--- config.mk ---
export PLATFORM = sky130hd
export DESIGN_NAME = iir_cascade_top
export DESIGN_NICKNAME = d
export VERILOG_FILES = /design/src/rtl/seq_pkg.sv /design/src/rtl/filter_pkg.sv /design/src/rtl/iir_cascade_top.sv /design/src/rtl/biquad_section.sv /design/src/rtl/mac_accum.sv /design/src/rtl/biquad_datapath.sv /design/src/rtl/biquad_sequencer.sv /design/src/rtl/sample_rate_timer.sv
export SDC_FILE = /design/constraint.sdc
export NUM_CORES = 2
export LEC_CHECK = 0
export ABC_AREA = 0
export BUFFER_PORTS_ARGS = -buffer_cell sky130_fd_sc_hd__buf_4
export CAP_MARGIN = 20
export CORE_MARGIN = 3
export CORE_UTILIZATION = 64
export CTS_CLUSTER_DIAMETER = 80
export DETAILED_ROUTE_END_ITERATION = 8
export GPL_ROUTABILITY_DRIVEN = 0
export PLACE_DENSITY = 0.83
export SYNTH_ARGS = -nofsm -noshare
export SYNTH_HDL_FRONTEND = slang
export SYNTH_SLANG_ARGS = --single-unit
--- constraint.sdc ---
create_clock -name clk -period 9.5 [get_ports clk]
set_input_delay 1.9 -clock clk [delete_from_list [all_inputs] [get_ports clk]]
set_output_delay 1.9 -clock clk [all_outputs]
set_load 0.1 [all_outputs]
--- src/rtl/seq_pkg.sv ---
// Sequencer state, MAC opcode and tap-select enums
package seq_pkg;

    // One pass of a section: five taps, then two cycles of MAC drain
    typedef enum logic [2:0] {
        IDLE   = 3'd0,
        TAP_B0 = 3'd1,
        TAP_B1 = 3'd2,
        TAP_B2 = 3'd3,
        TAP_A1 = 3'd4,
        TAP_A2 = 3'd5,
        DRAIN1 = 3'd6,  // Last product moving into accumulator
        DRAIN2 = 3'd7   // Accumulator final, round and capture
    } seq_state_t;

    typedef enum logic [1:0] {
        MAC_HOLD = 2'd0,    // Keep accumulator
        MAC_LOAD = 2'd1,    // Product replaces accumulator
        MAC_ACC  = 2'd2     // Product added to accumulator
    } mac_op_t;

    // Which coefficient / data pair goes to the MAC
    typedef enum logic [2:0] {
        SEL_B0, SEL_B1, SEL_B2, SEL_A1, SEL_A2
    } tap_sel_t;

endpackage

--- src/rtl/filter_pkg.sv ---
// Word widths, Q-format constants, sample, accumulator and coefficient types
package filter_pkg;

    // Audio sample and coefficient word
    localparam int SAMPLE_W = 16;

    // Accumulator holds Q4.28 sums of Q2.14 x Q2.14 products
    localparam int ACC_W = 32;

    // Fraction bits of the Q2.14 coefficient format
    // Result window is acc[FRAC_BITS +: SAMPLE_W], round bit just below it
    localparam int FRAC_BITS = 14;

    typedef logic signed [SAMPLE_W-1:0] sample_t;   // Signed audio sample
    typedef logic signed [ACC_W-1:0] acc_t;         // Q4.28 accumulator word

    // One biquad coefficient set
    // a1 and a2 are stored with their textbook sign; the datapath negates them
    typedef struct packed {
        sample_t b0;    // Feed-forward, x[n]
        sample_t b1;    // Feed-forward, x[n-1]
        sample_t b2;    // Feed-forward, x[n-2]
        sample_t a1;    // Feedback, y[n-1]
        sample_t a2;    // Feedback, y[n-2]
    } biquad_coef_t;

endpackage
--- src/rtl/iir_cascade_top.sv ---
// Two-section cascaded biquad filter with sample-rate timer and input capture
`timescale 1ns/100ps

module iir_cascade_top
    import filter_pkg::*;
#(
    parameter int SAMPLE_DIV = 16   // Clocks per sample
) (
    input  logic         clk,
    input  logic         reset,
    input  logic         run,
    input  sample_t      sample_in,
    input  biquad_coef_t coef_s1,
    input  biquad_coef_t coef_s2,
    output logic         sample_req,    // Upstream presents next sample
    output sample_t      filt_out,
    output logic         out_valid      // 17 cycles after sample_req
);

    sample_t x_capt;    // Input sample held for section 1
    logic    trig1;     // sample_req delayed one cycle
    sample_t s1_y;
    logic    s1_valid;

    sample_rate_timer #(
        .SAMPLE_DIV (SAMPLE_DIV)
    ) u_timer (
        .clk        (clk),
        .reset      (reset),
        .run        (run),
        .sample_req (sample_req)
    );

    always_ff @(posedge clk) begin
        if (sample_req)
            x_capt <= sample_in;
    end

    // Trigger lines up with x_capt
    always_ff @(posedge clk) begin
        if (!reset)
            trig1 <= 1'b0;
        else
            trig1 <= sample_req;
    end

    biquad_section u_sec1 (
        .clk     (clk),
        .reset   (reset),
        .trigger (trig1),
        .sample  (x_capt),
        .coef    (coef_s1),
        .y       (s1_y),
        .y_valid (s1_valid)
    );

    // Section 2 runs off section 1's result strobe
    biquad_section u_sec2 (
        .clk     (clk),
        .reset   (reset),
        .trigger (s1_valid),
        .sample  (s1_y),
        .coef    (coef_s2),
        .y       (filt_out),
        .y_valid (out_valid)
    );

endmodule

--- src/rtl/biquad_section.sv ---
// One biquad section: sequencer, datapath and shared MAC
`timescale 1ns/100ps

module biquad_section
    import filter_pkg::*;
    import seq_pkg::*;
(
    input  logic         clk,
    input  logic         reset,
    input  logic         trigger,   // y_valid follows 8 cycles later
    input  sample_t      sample,
    input  biquad_coef_t coef,
    output sample_t      y,
    output logic         y_valid
);

    logic     capture;
    tap_sel_t tap_sel;
    mac_op_t  mac_op;
    logic     round_en;
    sample_t  mac_coef;
    sample_t  mac_data;
    acc_t     acc;

    biquad_sequencer u_seq (
        .clk      (clk),
        .reset    (reset),
        .trigger  (trigger),
        .capture  (capture),
        .tap_sel  (tap_sel),
        .mac_op   (mac_op),
        .round_en (round_en)
    );

    biquad_datapath u_dp (
        .clk      (clk),
        .reset    (reset),
        .sample   (sample),
        .coef     (coef),
        .capture  (capture),
        .tap_sel  (tap_sel),
        .round_en (round_en),
        .acc      (acc),
        .mac_coef (mac_coef),
        .mac_data (mac_data),
        .y        (y),
        .y_valid  (y_valid)
    );

    mac_accum u_mac (
        .clk    (clk),
        .reset  (reset),
        .mac_op (mac_op),
        .coef   (mac_coef),
        .data   (mac_data),
        .acc    (acc)
    );

endmodule

--- src/rtl/mac_accum.sv ---
// Two-stage signed multiply-accumulate, product register then accumulator
`timescale 1ns/100ps

module mac_accum
    import filter_pkg::*;
    import seq_pkg::*;
(
    input  logic    clk,
    input  logic    reset,
    input  mac_op_t mac_op,
    input  sample_t coef,   // Q2.14 coefficient
    input  sample_t data,   // Q2.14 sample
    output acc_t    acc     // Q4.28 running sum
);

    acc_t    prod_r;    // Stage 1 product
    mac_op_t op_r;      // Opcode travelling with its product

    // Stage 1, multiplier register
    always_ff @(posedge clk) begin
        prod_r <= coef * data;  // Both signed, extended to 32 bits
    end

    always_ff @(posedge clk) begin
        if (!reset)
            op_r <= MAC_HOLD;
        else
            op_r <= mac_op;
    end

    // Stage 2, accumulator
    always_ff @(posedge clk) begin
        if (!reset) begin
            acc <= '0;
        end else begin
            case (op_r)
                MAC_LOAD: acc <= prod_r;
                MAC_ACC:  acc <= acc + prod_r;     // Wraps on overflow
                default:  acc <= acc;              // MAC_HOLD
            endcase
        end
    end

endmodule

--- src/rtl/biquad_datapath.sv ---
// Biquad history registers, coefficient latch, tap mux and rounded output register
`timescale 1ns/100ps

module biquad_datapath
    import filter_pkg::*;
    import seq_pkg::*;
(
    input  logic         clk,
    input  logic         reset,
    input  sample_t      sample,    // x[n] from upstream
    input  biquad_coef_t coef,
    input  logic         capture,
    input  tap_sel_t     tap_sel,
    input  logic         round_en,
    input  acc_t         acc,       // Q4.28 sum from the MAC
    output sample_t      mac_coef,
    output sample_t      mac_data,
    output sample_t      y,
    output logic         y_valid
);

    sample_t x_n, x_n1, x_n2;   // Input history
    sample_t y_n1, y_n2;        // Output history
    biquad_coef_t coef_r;       // Held for the whole pass

    always_ff @(posedge clk) begin
        if (!reset) begin
            x_n  <= '0;
            x_n1 <= '0;
            x_n2 <= '0;
            y_n1 <= '0;
            y_n2 <= '0;
        end else if (capture) begin
            x_n  <= sample;
            x_n1 <= x_n;
            x_n2 <= x_n1;
            y_n1 <= y;      // Last result becomes y[n-1]
            y_n2 <= y_n1;
        end
    end

    // Coefficients sampled with the trigger, later changes wait for next sample
    always_ff @(posedge clk) begin
        if (capture)
            coef_r <= coef;
    end

    // Tap mux, feedback terms negated (wraps at -32768)
    always_comb begin
        case (tap_sel)
            SEL_B0: begin
                mac_coef = coef_r.b0;
                mac_data = x_n;
            end
            SEL_B1: begin
                mac_coef = coef_r.b1;
                mac_data = x_n1;
            end
            SEL_B2: begin
                mac_coef = coef_r.b2;
                mac_data = x_n2;
            end
            SEL_A1: begin
                mac_coef = -coef_r.a1;
                mac_data = y_n1;
            end
            SEL_A2: begin
                mac_coef = -coef_r.a2;
                mac_data = y_n2;
            end
            default: begin
                mac_coef = '0;
                mac_data = '0;
            end
        endcase
    end

    // Q4.28 to Q2.14, round half up on bit FRAC_BITS-1, overflow wraps
    always_ff @(posedge clk) begin
        if (!reset) begin
            y       <= '0;
            y_valid <= 1'b0;
        end else begin
            y_valid <= round_en;
            if (round_en)
                y <= sample_t'(acc[FRAC_BITS +: SAMPLE_W] + SAMPLE_W'(acc[FRAC_BITS-1]));
        end
    end

endmodule

--- src/rtl/biquad_sequencer.sv ---
// Biquad section FSM driving sample capture, tap select, MAC opcode and rounding
`timescale 1ns/100ps

module biquad_sequencer
    import seq_pkg::*;
(
    input  logic     clk,
    input  logic     reset,
    input  logic     trigger,   // New sample ready, one cycle
    output logic     capture,   // Latch sample, coefficients, history
    output tap_sel_t tap_sel,
    output mac_op_t  mac_op,
    output logic     round_en   // Accumulator final this cycle
);

    seq_state_t state, next_state;

    always_ff @(posedge clk) begin
        if (!reset)
            state <= IDLE;
        else
            state <= next_state;
    end

    // Fixed walk through the taps; trigger only seen in IDLE
    always_comb begin
        next_state = state;
        case (state)
            IDLE:    if (trigger) next_state = TAP_B0;
            TAP_B0:  next_state = TAP_B1;
            TAP_B1:  next_state = TAP_B2;
            TAP_B2:  next_state = TAP_A1;
            TAP_A1:  next_state = TAP_A2;
            TAP_A2:  next_state = DRAIN1;
            DRAIN1:  next_state = DRAIN2;
            DRAIN2:  next_state = IDLE;
            default: next_state = IDLE;
        endcase
    end

    // Trigger while busy is dropped
    assign capture  = (state == IDLE) && trigger;
    assign round_en = (state == DRAIN2);

    // Tap and opcode decode
    always_comb begin
        tap_sel = SEL_B0;
        mac_op  = MAC_HOLD;     // IDLE and drain states
        case (state)
            TAP_B0: begin
                tap_sel = SEL_B0;
                mac_op  = MAC_LOAD; // First product starts a fresh sum
            end
            TAP_B1: begin
                tap_sel = SEL_B1;
                mac_op  = MAC_ACC;
            end
            TAP_B2: begin
                tap_sel = SEL_B2;
                mac_op  = MAC_ACC;
            end
            TAP_A1: begin
                tap_sel = SEL_A1;
                mac_op  = MAC_ACC;
            end
            TAP_A2: begin
                tap_sel = SEL_A2;
                mac_op  = MAC_ACC;
            end
            default: begin
                tap_sel = SEL_B0;
                mac_op  = MAC_HOLD;
            end
        endcase
    end

endmodule

--- src/rtl/sample_rate_timer.sv ---
// Sample-rate divider producing a one-cycle sample request strobe
`timescale 1ns/100ps

module sample_rate_timer #(
    parameter int SAMPLE_DIV = 16   // Clocks per sample, at least 9
) (
    input  logic clk,
    input  logic reset,
    input  logic run,
    output logic sample_req
);

    localparam int CNT_W = (SAMPLE_DIV > 1) ? $clog2(SAMPLE_DIV) : 1;
    localparam logic [CNT_W-1:0] RELOAD = CNT_W'(SAMPLE_DIV - 1);

    logic [CNT_W-1:0] cnt;  // Down-counter, reloads at zero

    always_ff @(posedge clk) begin
        if (!reset) begin
            cnt        <= RELOAD;
            sample_req <= 1'b0;
        end else if (!run) begin
            cnt        <= RELOAD;   // Parked, first pulse SAMPLE_DIV after run rises
            sample_req <= 1'b0;
        end else if (cnt == '0) begin
            cnt        <= RELOAD;
            sample_req <= 1'b1;     // One pulse per period
        end else begin
            cnt        <= cnt - 1'b1;
            sample_req <= 1'b0;
        end
    end

endmodule

Word-level counts from Yosys, hierarchy flattened
Cells that the tools add are included.
{"block": "classes", "add_sub_neg": 9, "n_mul": 2, "eq_ne": 28, "n_mux": 15, "bitwise": 2, "n_reduce_logical": 13}
{"op": "$pmux 16 s5", "count": 4}
{"op": "$pmux 32 s2", "count": 2}
{"op": "$add 32x32->32", "count": 2}
{"op": "$mul 16x16->32", "count": 2}
{"op": "$neg 16->16", "count": 4}
{"op": "$pmux 3 s8", "count": 2}
{"op": "$add 16x1->16", "count": 2}
{"op": "$eq 3x3->1 const B", "count": 10}
{"op": "$eq 3x2->1 const B", "count": 8}
{"op": "$pmux 3 s4", "count": 2}
{"op": "$eq 3x1->1 const B", "count": 4}
{"op": "$logic_not 3->1", "count": 4}
{"op": "$pmux 2 s2", "count": 2}
{"op": "$reduce_or 4->1", "count": 2}
{"op": "$mux 3", "count": 2}
{"op": "$eq 2x1->1 const B", "count": 2}
{"op": "$eq 2x2->1 const B", "count": 2}
{"op": "$logic_not 4->1", "count": 1}
{"op": "$ne 2x2->1 const B", "count": 2}
{"op": "$reduce_bool 2->1", "count": 2}
{"op": "$sub 4x1->4 const B", "count": 1}
{"op": "$reduce_or 3->1", "count": 1}
{"op": "$logic_and 1x1->1", "count": 2}
{"op": "$not 1->1", "count": 2}
{"op": "other kinds (2)", "count": 2}
{"block": "totals", "register_bits": 514, "inputBits": 179, "out_inout_bits": 18, "wordCells": 105}

Longest topological paths before layout
{"block": "logic_depth", "depth_word": 5, "ltp_mapped": 35, "depth_no_buf": 33}

Hierarchy
A second synthesis with hierarchy kept.
{"block": "hier_totals", "cells_unflattened": 4607, "area_unflattened_um2": 45072.0}
{"mod": "biquad_datapath", "n_inst": 2, "cells_per_inst": 721, "area_per_inst_um2": 8315.5}
{"mod": "mac_accum at u_sec2.u_mac", "n_inst": 1, "cells_per_inst": 1538, "area_per_inst_um2": 13621.8}
{"mod": "mac_accum at u_sec1.u_mac", "n_inst": 1, "cells_per_inst": 1523, "area_per_inst_um2": 13563.0}
{"mod": "biquad_sequencer", "n_inst": 2, "cells_per_inst": 32, "area_per_inst_um2": 277.8}
{"mod": "iir_cascade_top", "n_inst": 1, "cells_per_inst": 18, "area_per_inst_um2": 506.7}
{"mod": "sample_rate_timer", "n_inst": 1, "cells_per_inst": 22, "area_per_inst_um2": 193.9}

Worst setup path after synthesis
OpenSTA, ideal clock, no wires.
{"block": "synth_path", "path_type": "register to register", "from": "reg u_sec2.u_dp.coef_r[6] (netlist bit)", "to": "reg u_sec2.u_mac.prod_r[29]", "setup_time_ns": 0.121, "arrival_ns": 7.624, "t_required_ns": 9.379, "path_slack_ns": 1.755, "path_stages_with_launch": 31, "path_buffers": 1, "period_less_slack_ns": 7.745, "path_cell_list": "edfxtp_1 or4_4 nor4_4 nand2b_2 or3_4 nor3_4 xnor2_1 a221o_1 buf_2 inv_2 nor2_1 inv_1 fa_1 inv_1 fa_1 fa_1 fa_1 fa_1 inv_1 fa_1 inv_1 ha_1 a21oi_1 nand2_1 a21o_1 or2_2 o21ai_0 o21ai_0 a41o_1 o41a_1 xnor2_1"}
{"block": "synth_via", "elab_chain_len": 3}
{"element": "from (decl)", "line_no": "biquad_datapath.sv:24", "rtl": "biquad_coef_t coef_r;"}
{"element": "from (signal assigned)", "line_no": "biquad_datapath.sv:45", "rtl": "coef_r <= coef;"}
{"element": "$neg 16->16", "line_no": "biquad_datapath.sv:68", "rtl": "mac_coef = -coef_r.a2;"}
{"element": "$pmux 16 s5", "line_no": "biquad_datapath.sv:50", "rtl": "case (tap_sel)"}
{"element": "$mul 16x16->32", "line_no": "mac_accum.sv:21", "rtl": "prod_r <= coef * data;"}
{"element": "to (signal assigned)", "line_no": "mac_accum.sv:21"}
{"element": "to (decl)", "line_no": "mac_accum.sv:16", "rtl": "acc_t prod_r;"}
No other way between the ends.
A chain may end at the register's enable or synchronous reset.

Worst setup path in the final report
{"block": "layout_path", "from": "reg u_sec1.u_seq.state[1]", "to": "reg u_sec1.u_mac.prod_r[28]"}
{"block": "layout_via", "elab_chain_len": 5}
{"element": "from (decl)", "line_no": "biquad_sequencer.sv:16", "rtl": "seq_state_t state, next_state;"}
{"element": "from (signal assigned)", "line_no": "biquad_sequencer.sv:22", "rtl": "state <= next_state;"}
{"element": "$eq 3x3->1 / $eq 3x2->1 (equally long branches)", "line_no": "biquad_sequencer.sv:49", "rtl": "case (state)"}
{"element": "$pmux 3 s4 (*)", "line_no": "biquad_sequencer.sv:49"}
{"element": "$eq 3x3->1, or another cell as far along", "line_no": "biquad_datapath.sv:50"}
{"element": "$pmux 16 s5", "line_no": "biquad_datapath.sv:50"}
{"element": "$mul 16x16->32 (*)", "line_no": "mac_accum.sv:21"}
{"element": "to (signal assigned)", "line_no": "mac_accum.sv:21"}
{"element": "to (decl)", "line_no": "mac_accum.sv:16"}
Mark *: on every way between the ends. The rest lies on a longest branch, timed or not.

==> impl_metrics.toml <==
[worst_hold_path]
hp-class = "flip-flop to flip-flop"

[clocking]
path_clk_slew_ps = 60
max-clock-path-buffers = 3
cts_sinks = 506
cts-htree-levels = 2
clk-insertion-delay-late_ps = 650
cts_resized = 0
cts_buffers = 54
ctsHoldBuffers = 0
cts_tree = "built"
cts_setup_buffers = 0
ctsRootBufferMaster = "clkbuf_16"

[synth]
async_reset_ff_share_pct = 0
synthDistinctLibCells = 75
syn-num-nets = 5624
synth_edf_count = 176
synth_area_per_cell_um2 = 9.02
yosysWarnings = 0
netlist_area_um2 = 42300
yosys.area.top_type_share_pct = 23.7
synth-main-ff-cell = "dfxtp_1"
synth_area_leaders = "fa_1, dfxtp_1, edfxtp_1"
synth_area_leader_cell = "fa_1"
ys_ff_latch = 506
yosysSeqAreaShare_pct = 28.1
syn_inst = 4692

[global_route]
antenna_found_initial = 1
grt_use_total_pct = 31.0
grt-ovfl-total = 0
grt_max_degree = 103
grt_pass1_vias = 34800
grt_pass1_wl_um = 174000

[layout]
layout.nets = 5746
mostFrequentLayoutCells = "nand2_1, inv_1, fa_1"
final_common_cell = "nand2_1"
fin_util_pct = 71.8
fill_cells = 4751
drive_gt1_share_pct = 8.46
syn2layout_area_growth_pct = 10.2
stdcell_area_um2 = 46600
fin_cells = 5716

[sta]
relSlewSlack_pct = 21.3
finClkSkew_ps = 50.3
finalSetupViolations = 0
fmax_mhz = 116
period_share_pct = 90.6
final-max-slew-violation-count = 0
worst_pin_slew_ps = 1180
layout_min_cycle_time_ps = 8610
postLayoutSetupSlackWorst_ps = 890
rsz0062_at_grt = "no"
hold_viol = 0
whs_ps = 413
fin_tns_setup_ps = 0

[power]
total_power_mw = 4.51
power_density_nw_per_um2 = 96.8
p_leak_nw = 20.5
peakVddDrop_uv = 225

[outcome]
outcome = "completed"

[run]
drv_cap = 0

[die]
die_w_um = 263
dieHeight_um = 263
start_util_pct = 65.2
num_rows = 93
boundaryPins = 197
dieArea_um2 = 69200
core-area_um2 = 64900

[drt]
drc = 0
vias_per_cell = 5.90
ant_nets = 0
routedWlPerCell_um = 18.8
num_vias = 33700
drt-initial-drc-count = 2694
wl_um = 108000
drt_pass1_iterations = 7

[setup_path]
cp-start-kind = "flip-flop"
crit_arrival_ps = 9140
worstSetupPathType = "flip-flop to flip-flop"
required_ps = 10030
end_kind = "flip-flop"
path_max_fanout = 49

[placement]
placed_cell_area_um2 = 44700
dp_hpwl_um = 81300
place_inst = 5611
post-place-ws_ps = 1080
portBuffers = 196
==> critical path, cell delays in order, from the launching register on <==
cell	delay [ps]
dfxtp_2	770
buf_4	500
nor2_1	300
a221oi_1	1040
nor2_1	210
fa_1	590
inv_1	50
fa_1	400
fa_1	540
inv_1	60
fa_1	500
fa_1	490
inv_1	50
fa_1	470
inv_1	40
ha_1	370
o21a_1	150
o21ai_0	80
or2_2	310
a211oi_1	300
nor2_1	150
a211o_1	310
a31oi_1	320
a41oi_1	170
o21bai_1	170
xor2_1	160
==> power breakdown <==
| group | total, mW | switching (mW) | internal, mW |
|---|---|---|---|
| Combinational | 0.0814 | 0.0337 | 0.0476 |
| Clock | 2.19 | 0.926 | 1.26 |
| Sequential | 2.24 | 0.000367 | 2.24 |
==> flip-flops by register name, summed over array words and instances, names as in the netlist, 30 cells and up <==
signal               count
u_sec2.u_mac.acc        30
u_sec1.u_mac.prod_r     30
u_sec1.u_dp.coef_r      80
u_sec2.u_dp.coef_r      80
u_sec2.u_mac.prod_r     30
u_sec1.u_mac.acc        30
==> logic make-up after synthesis <==
family	Yosys count	synth area share, %
simple gates	1439	14.5
flops	506	28.1
buf+inv	850	7.58
fa+ha+maj	753	31.1
xor+xnor	197	4.08
compound gates	834	11.9
mux	113	2.68
==> per-layer routing <==
| layer | up-vias | part of all wire (%) | global-route usage (%) |
|---|---|---|---|
| li1 | 15500 | - | - |
| met1 | 16400 | 36 | 35.5 |
| met2 | 1372 | 51 | 55.0 |
| met3 | 439 | 6.5 | 4.72 |
| met4 | 0 | 6.8 | 18.5 |
| met5 | - | 0 | 0 |
==> layout make-up <==
type                    count  area [um^2]  area share, %
diodes                      1         2.50        0.00537
clock buffers              76         1550           3.32
clock inverters            26          338          0.725
inverters                 649         2450           5.25
multi-input cells        3336        27300           58.5
flip-flops and latches    506        11900           25.5
well taps                 855         1070           2.30
repair buffers            267         2040           4.39
==> synth_stat cells (all sizes together), types with 10 or more instances <==
master / n
nand2: 709
inv: 649
fa: 500
nor2: 422
a21oi: 337
dfxtp: 330
ha: 253
o21ai: 209
edfxtp: 176
clkbuf: 170
xnor2: 145
mux2i: 111
a211oi: 62
nand2b: 55
xor2: 52
nor3: 49
a21o: 48
nand3: 46
buf: 31
nor2b: 27
or3: 26
a221oi: 25
o21bai: 25
a31oi: 22
and3: 21
and2: 18
nor4: 16
o21a: 16
or2: 16
a221o: 15
a211o: 10
o211ai: 10
o31ai: 10
==> worst paths after layout <==
check,startpoint,end,slack (ps),depth (start not counted)
setup / recovery,u_sec1.u_seq.state[1],u_sec1.u_mac.prod_r[28],890,25
hold / removal,u_timer.cnt[0],u_timer.cnt[0],410,1
setup reg to reg,u_sec1.u_seq.state[1],u_sec1.u_mac.prod_r[28],890,25
hold reg to reg,u_timer.cnt[0],u_timer.cnt[0],410,1
No activity file was read; power rests on OpenSTA's default activity.
